[config.mk]
export PLATFORM = sky130hd
export DESIGN_NAME = classifyStage
export DESIGN_NICKNAME = d
export VERILOG_FILES = /design/src/hdl/predecodePkg.sv /design/src/hdl/instrClassifier.sv /design/src/hdl/classifyStage.sv
export SDC_FILE = /design/constraint.sdc
export NUM_CORES = 1
export LEC_CHECK = 0
export ABC_AREA = 1
export ABC_CLOCK_PERIOD_IN_PS = 65700
export BUFFER_PORTS_ARGS = -buffer_cell sky130_fd_sc_hd__buf_2
export CAP_MARGIN = 20
export CORE_AREA = 2 2 729 731
export CTS_CLUSTER_SIZE = 14
export DETAILED_ROUTE_END_ITERATION = 16
export DIE_AREA = 0 0 731 733
export RECOVER_POWER = 100
export SLEW_MARGIN = 15
export SYNTH_ARGS = -nofsm -noshare
export SYNTH_HDL_FRONTEND = slang
export SYNTH_SLANG_ARGS = --single-unit
[constraint.sdc]
create_clock -name clk -period 65.7 [get_ports clk]
set_input_delay 3.285 -clock clk [delete_from_list [all_inputs] [get_ports clk]]
set_output_delay 3.285 -clock clk [all_outputs]
set_load 0.02 [all_outputs]
[src/hdl/predecodePkg.sv]
// Shared widths, types and class-bit positions for the fetch predecode pipeline.
// Every predecode module imports this package in its header.

package predecodePkg;

  // bundle layout
  localparam int NumParcels = 15;
  localparam int ParcelW = 16;
  localparam int BundleW = 256;
  localparam int EndFlagLo = NumParcels * ParcelW;
  localparam int SplitBit = BundleW - 1;

  // longest instruction kept in a slot
  localparam int InstrParcels = 4;

  typedef logic [ParcelW-1:0] parcelT;
  typedef logic [BundleW-1:0] bundleT;

  // first parcel sits in the low bits, unused parcels are zero
  typedef logic [InstrParcels*ParcelW-1:0] instrT;

  // length minus one
  typedef logic [1:0] lenT;

  typedef logic [3:0] offT;
  typedef logic [3:0] slotT;
  typedef logic [7:0] classT;
  typedef logic [4:0] regT;

  // class bit positions
  localparam int clsAlu = 0;
  localparam int clsShift = 1;
  localparam int clsMul = 2;
  localparam int clsLoad = 3;
  localparam int clsStore = 4;
  localparam int clsJump = 5;
  localparam int clsIndir = 6;
  localparam int clsSys = 7;

  // reported when no link instruction is present
  localparam regT NoLinkReg = regT'(31);

endpackage

[src/hdl/instrClassifier.sv]
// Combinational opcode decode for one instruction.
// Gives the class bits and whether the instruction is a link, with its register.
// len of zero selects the short (one parcel) table.

`timescale 1ns/1ps

module instrClassifier
  import predecodePkg::*;
(
  input  instrT instr,
  input  lenT   len,
  output classT cls,
  output logic  isLnk,
  output regT   lnkReg
);

  parcelT      first;
  parcelT      second;
  logic [7:0]  opc;
  logic [5:0]  sub;
  logic [2:0]  kind;
  logic        isLong;

  // long forms
  logic isAluMul;
  logic isShift;
  logic isLdSt;
  logic isCondJump;
  logic isUncond;
  logic isIndirJump;
  logic isCall;
  logic isRet;
  logic isCallPrep;
  logic isSys;

  // short forms
  logic subIsAlu;
  logic subIsShift;
  logic subIsCondJump;

  assign first = instr[ParcelW-1:0];
  assign second = instr[2*ParcelW-1:ParcelW];
  assign opc = first[7:0];
  assign sub = first[5:0];
  assign kind = first[15:13];
  assign isLong = len != 2'd0;

  assign isAluMul = isLong && opc <= 8'd39;
  assign isShift = isLong && opc >= 8'd40 && opc <= 8'd45;
  assign isLdSt = isLong && opc >= 8'd64 && opc <= 8'd159;
  assign isCondJump = isLong && opc[7:4] == 4'b1010;
  assign isUncond = isLong && opc == 8'd181;
  assign isIndirJump = isLong && opc == 8'd182 && kind == 3'd0;
  assign isCall = isLong && opc == 8'd182 && (kind == 3'd1 || kind == 3'd2);
  assign isRet = isLong && opc == 8'd182 && kind == 3'd3;
  assign isCallPrep = isLong && opc == 8'd199;
  assign isSys = isLong && opc == 8'hff;

  assign subIsAlu = !isLong && sub <= 6'd19;
  assign subIsShift = !isLong && sub >= 6'd21 && sub <= 6'd31 && sub[0];
  // zero offset is a hint
  assign subIsCondJump = !isLong && sub[5:2] == 4'b1100 && first[15:8] != 8'd0;

  always_comb begin
    cls = '0;
    cls[clsAlu] = (isAluMul && !opc[2]) || isCondJump || subIsAlu || subIsCondJump;
    cls[clsMul] = isAluMul && opc[2];
    cls[clsShift] = isShift || subIsShift;
    cls[clsLoad] = isLdSt && !opc[0];
    cls[clsStore] = (isLdSt && opc[0]) || isCall;
    cls[clsJump] = isCondJump || isUncond || isIndirJump || isCall || isRet || subIsCondJump;
    cls[clsIndir] = isIndirJump || isRet;
    cls[clsSys] = isSys;
  end

  assign isLnk = isRet || isCallPrep;

  // call-prep names its register in bits 20 to 16
  assign lnkReg = isCallPrep ? second[4:0] : NoLinkReg;

endmodule

[src/hdl/classifyStage.sv]
// Second predecode stage. One classifier per slot, results registered
// together with the slot fields from the boundary stage.

`timescale 1ns/1ps

module classifyStage
  import predecodePkg::*;
#(
  parameter int MaxInstr = 12
) (
  input  logic                clk,
  input  logic                rst,
  input  logic                bValid,
  output logic                bReady,
  input  instrT               sInstr [MaxInstr],
  input  lenT                 sLen [MaxInstr],
  input  offT                 sOff [MaxInstr],
  input  logic [MaxInstr-1:0] sEn,
  input  logic                error,
  input  logic                split,
  output logic                cValid,
  input  logic                cReady,
  output instrT               cInstr [MaxInstr],
  output lenT                 cLen [MaxInstr],
  output offT                 cOff [MaxInstr],
  output logic [MaxInstr-1:0] cEn,
  output logic                cError,
  output logic                cSplit,
  output classT               sCls [MaxInstr],
  output logic [MaxInstr-1:0] sIsLnk,
  output regT                 sLnkReg [MaxInstr]
);

  classT               rawCls [MaxInstr];
  logic [MaxInstr-1:0] rawLnk;
  regT                 rawReg [MaxInstr];
  logic                accept;

  for (genvar s = 0; s < MaxInstr; s++) begin : gSlot
    instrClassifier uCls (
      .instr (sInstr[s]),
      .len   (sLen[s]),
      .cls   (rawCls[s]),
      .isLnk (rawLnk[s]),
      .lnkReg(rawReg[s])
    );
  end

  assign bReady = !cValid || cReady;
  assign accept = bValid && bReady;

  always_ff @(posedge clk) begin
    if (rst) begin
      cValid <= 1'b0;
    end else if (bReady) begin
      cValid <= bValid;
    end
  end

  always_ff @(posedge clk) begin
    if (accept) begin
      cInstr <= sInstr;
      cLen <= sLen;
      cOff <= sOff;
      cEn <= sEn;
      cError <= error;
      cSplit <= split;
      // empty slots carry no class and no link
      for (int s = 0; s < MaxInstr; s++) begin
        sCls[s] <= sEn[s] ? rawCls[s] : '0;
        sIsLnk[s] <= sEn[s] && rawLnk[s];
        sLnkReg[s] <= sEn[s] ? rawReg[s] : '0;
      end
    end
  end

endmodule

## Word level (Yosys, flattened, before mapping)

Index checks and enable logic that the tools add are counted.

- Logic and storage cells: 800
- Output and inout bits: 1,024
- Input bits: 858
- Register bits after elaboration: 1,023

- Equality and inequality tests: 108
- Muxes and demuxes: 12
- Reductions and logical operators: 519
- Magnitude comparators: 96

Operators by type and width:

| operator | count |
|---|---|
| $eq A8 B8 Y1 const B | 48 |
| $logic_and A1 B1 Y1 | 289 |
| $le A8 B6 Y1 const B | 24 |
| $logic_or A1 B1 Y1 | 157 |
| $le A6 B5 Y1 const B | 24 |
| $eq A4 B4 Y1 const B | 24 |
| $ge A8 B6 Y1 const B | 12 |
| $ge A8 B7 Y1 const B | 12 |
| $le A8 B8 Y1 const B | 12 |
| $reduce_bool A8 Y1 | 12 |
| $eq A3 B2 Y1 const B | 24 |
| $ge A6 B5 Y1 const B | 12 |
| $mux W5 | 12 |
| $logic_not A1 Y1 | 37 |
| $eq A3 B1 Y1 const B | 12 |
| $logic_not A3 Y1 | 12 |
| $reduce_bool A2 Y1 | 12 |

## Longest topological paths before layout

- Depth in word-level cells: 7
- Gate-level depth with buffers: 8
- Depth with buffers taken out: 8

## By module

Synthesis repeated with hierarchy kept, for this count alone.

- Cell total of the unflattened synthesis: 2,252
- Area, all modules: 36,496.3 µm²

Modules (own cells, without submodules):

| module | times used | sequential area each (µm²) | cells an instance | area an instance (µm²) |
|---|---|---|---|---|
| classifyStage | 1 | 30,709.5 | 1,376 | 32,127.1 |
| instrClassifier | 12 | 0.0 | 73 | 364.1 |

## Worst setup path before layout

No wires, ideal clock.

- Path kind: input port to flip-flop
- From: input port bValid
- To: register cEn[0], enable pin
- Cell stages on the path: 2
- Slack: 10.755 ns
- Data arrival time: 52.184 ns
- Setup time: 2.762 ns
- Buffers on the path: 0
- Required time: 62.938 ns
- Cells stage by stage: inv_1 > a21oi_1

- Longest elaborated chain between the ends: 1

RTL lines:

| what | RTL line | text |
|---|---|---|
| start: declaration | classifyStage.sv:13 | `input logic bValid,` |
| $logic_and A1 B1 Y1 | classifyStage.sv:50 | `assign accept = bValid && bReady;` |
| via accept | classifyStage.sv:37 | `logic accept;` |
| end signal: assignment | classifyStage.sv:65 | `cEn <= sEn;` |
| end: declaration | classifyStage.sv:26 | `output logic [MaxInstr-1:0] cEn,` |

The timed path passes the listed nets, and every way through them passes these cells.
A chain may end at the register's enable or synchronous reset.

## Worst setup path in the final report

- From: input port bValid
- To: register cOff[43] in the netlist's numbering, enable pin

- Longest elaborated chain between the ends: 1

RTL lines:

| what | RTL line | text |
|---|---|---|
| $logic_and A1 B1 Y1 | classifyStage.sv:50 |  |
| via accept | classifyStage.sv:37 |  |
| end signal: assignment | classifyStage.sv:64 | `cOff <= sOff;` |
| end: declaration | classifyStage.sv:25 | `output offT cOff [MaxInstr],` |

The timed path passes the listed nets, and every way through them passes these cells.

==> metrics.csv <==
metric;value;unit
dr.first_iter.drc_count;3174;
htreeDepth;4;
synth.most_common_cell;edfxtp_1;
maxCapViolations;22;
ys_seq_area_share;85.9;%
maxSlewViolCount;1066;
fillerInstances;60700;
worstSetupEndpointType;register;
yosys-top-cells-area;edfxtp_1 86%, nand2_1 3.1%, inv_1 2.8%;
hold_viol;0;
grt_max_degree;84;
hold_ws;0.541;ns
synth_top_cell_by_area;edfxtp_1;
fmax;0.0501;GHz
worstPathRequired;66.01;ns
p_leak;18.5;nW
cts_tree;built;
vias;31300;
busiest_layer;met2;
relSlewSlack;-276;%
arrival;20.28;ns
wl;415000;um
hold_buffers;0;
cts_buffers;139;
clk_path_buf_depth;4;
hold_path.class;reg2reg;
synth-main-ff-cell;edfxtp_1;
yosys-mux-area-fraction;0;%
yosys.area_share.simple;9.03;%
io_pins;1882;
hpwl;376000;um
grt_overflow;0;
synth_compound_area_share;2.11;%
synthTopCellsByCount;1022 x edfxtp_1, 294 x nand2_1, 269 x inv_1;
grtUsageMet2;20.3;%
syn_nets;3037;
dieArea;0.536;sq mm
use_met3;12.0;%
regArea;0.0307;sq mm
rsz0062_at_grt;no;
firstDrtPassIters;6;
tns;0;ns
synthDominantCellAreaShare;85.8;%
row_count;267;
clk_root_buffer_cell;clkbuf_16;
ys_ff_latch;1023;
fin_cells;11700;
initial_core_util;6.78;%
ant_nets;0;
power_density;30.4;mW/mm^2
met1_usage;17.0;%
avgSynthCellArea;16.4;sq um
clk_latency;0.85;ns
syn2layout_area_growth;60.5;%
start_kind;input pin;
yosys_warnings;0;
design.core.area;0.527;sq mm
final_nets;5074;
worstMarginPinSlew;5.63;ns
die_h;733;um
syn_area;0.0358;sq mm
die_w;731;um
wl_per_cell;35.6;um
synth-xor-area-share;0;%
drc_errors;0;
final_util;10.9;%
setup_viol;0;
drive_above_1_share;15.4;%
grt_pass1_vias;28000;
post_cts_resized;0;
peakVddDrop;0.0209;mV
path_class;in2reg;
io_buffers;1881;
synth_edf_count;1022;
ys_types;28;
period_minus_slack;19.97;ns
gp_congestion;1.00;
post-place-cells;11100;
grt_use_total;14.7;%
cts.sinks;1023;
synthAdderAreaFrac;0;%
async_flop_share;0;%
period_share;30.4;%
violations;capacitance limit, slew limit;
post_cts_buffers;0;
status;finished with violations;
routed_via_density;2.69;
grt_first_pass_wirelength;469000;um
fin_skew;0.0530;ns
multiInputGateArea;0.00389;sq mm
synth_top_family_by_area;simple AND/OR/NAND/NOR gates;
postSynthCellCount;2179;
cp_max_fo;83;
path_clk_slew;0.06;ns
antenna_found_initial;588;
[state kept, by name, indices dropped and copies added (netlist names)]
| signal | count |
|---|---|
| cError | 1 |
| cSplit | 1 |
| sIsLnk | 12 |
| sLnkReg | 60 |
| cInstr | 768 |
| cOff | 48 |
| cEn | 12 |
| cLen | 24 |
| cValid | 1 |
| sCls | 96 |
[cells by family after synthesis]
kind of cell,Yosys count
flip-flops,1023
AND/OR/NAND/NOR,729
buffers and inverters,283
AO/OA/AOI/OAI,144
[per-layer routing]
| metal | share of wire [%] | wire (um) |
|---|---|---|
| met1 | 38 | 158000 |
| met2 | 39 | 160000 |
| met3 | 19 | 78800 |
| met4 | 3.8 | 15700 |
| met5 | 0.51 | 2130 |
[where the power goes]
group / switching [mW] / internal (mW) / total [mW]
logic: 0.159 / 0.0343 / 0.194
clock network: 0.327 / 0.441 / 0.768
registers: 0.0159 / 0.769 / 0.785
[critical path, cell delays in order]
cell      delay [ns]
clkbuf_1        0.12
inv_1           0.08
a21oi_1         1.24
clkbuf_1        3.99
clkbuf_1        2.26
clkbuf_1        3.21
clkbuf_1        2.68
clkbuf_1        3.03
[worst paths after layout]
kind	startpoint	endpoint	slack, ns	cells after the start
max	bValid	cOff[43]	45.73	8
min	cValid	cValid	0.54	2
max reg2reg	cValid	cOff[43]	48.01	6
min reg2reg	cValid	cValid	0.54	2
[stage by stage]
| stage | area, sq um | setup slack [ns] | total power [mW] |
|---|---|---|---|
| finish | 57400 | 45.73 | 1.75 |
| global route | 56800 | 44.19 | 1.81 |
| CTS | 58500 | 58.12 | 1.79 |
| detailed placement | 54100 | 57.16 | 1.01 |
| global placement | 54100 | 57.32 | 1.01 |
| floorplan | 35800 | 10.75 | 0.938 |
[cells in the final DEF, fill, tap and decap left out, types with 3 or more instances in the layout]
master         n
nand2_1      294
nor2_1       208
clkinv_1      27
buf_2        454
and2_0         4
nand3b_1       3
a21boi_0       7
clkinv_4       7
clkinv_2      16
clkinvlp_4     5
clkinv_8       6
nor4_1        11
nand2_2        3
a21oi_1       97
edfxtp_1    1022
and2_1         3
inv_1        269
o22ai_1        6
nor3_1        52
bufinv_16     11
clkbuf_1    1473
clkbuf_16    141
nor2_2         5
o21ai_0       31
diode_2      335
inv_6          8
nand3_1       97
nand4_1       43
[area by class of cell]
cell class | count | share of cell area, %
multi-input cells | 873 | 6.78
clock buffers | 171 | 6.35
clock inverters | 75 | 1.38
well taps | 6994 | 15.3
diodes | 335 | 1.46
inverters | 279 | 1.83
flip-flops and latches | 1023 | 53.5
repair buffers | 1900 | 13.4
(Power assumes the default switching activity.)
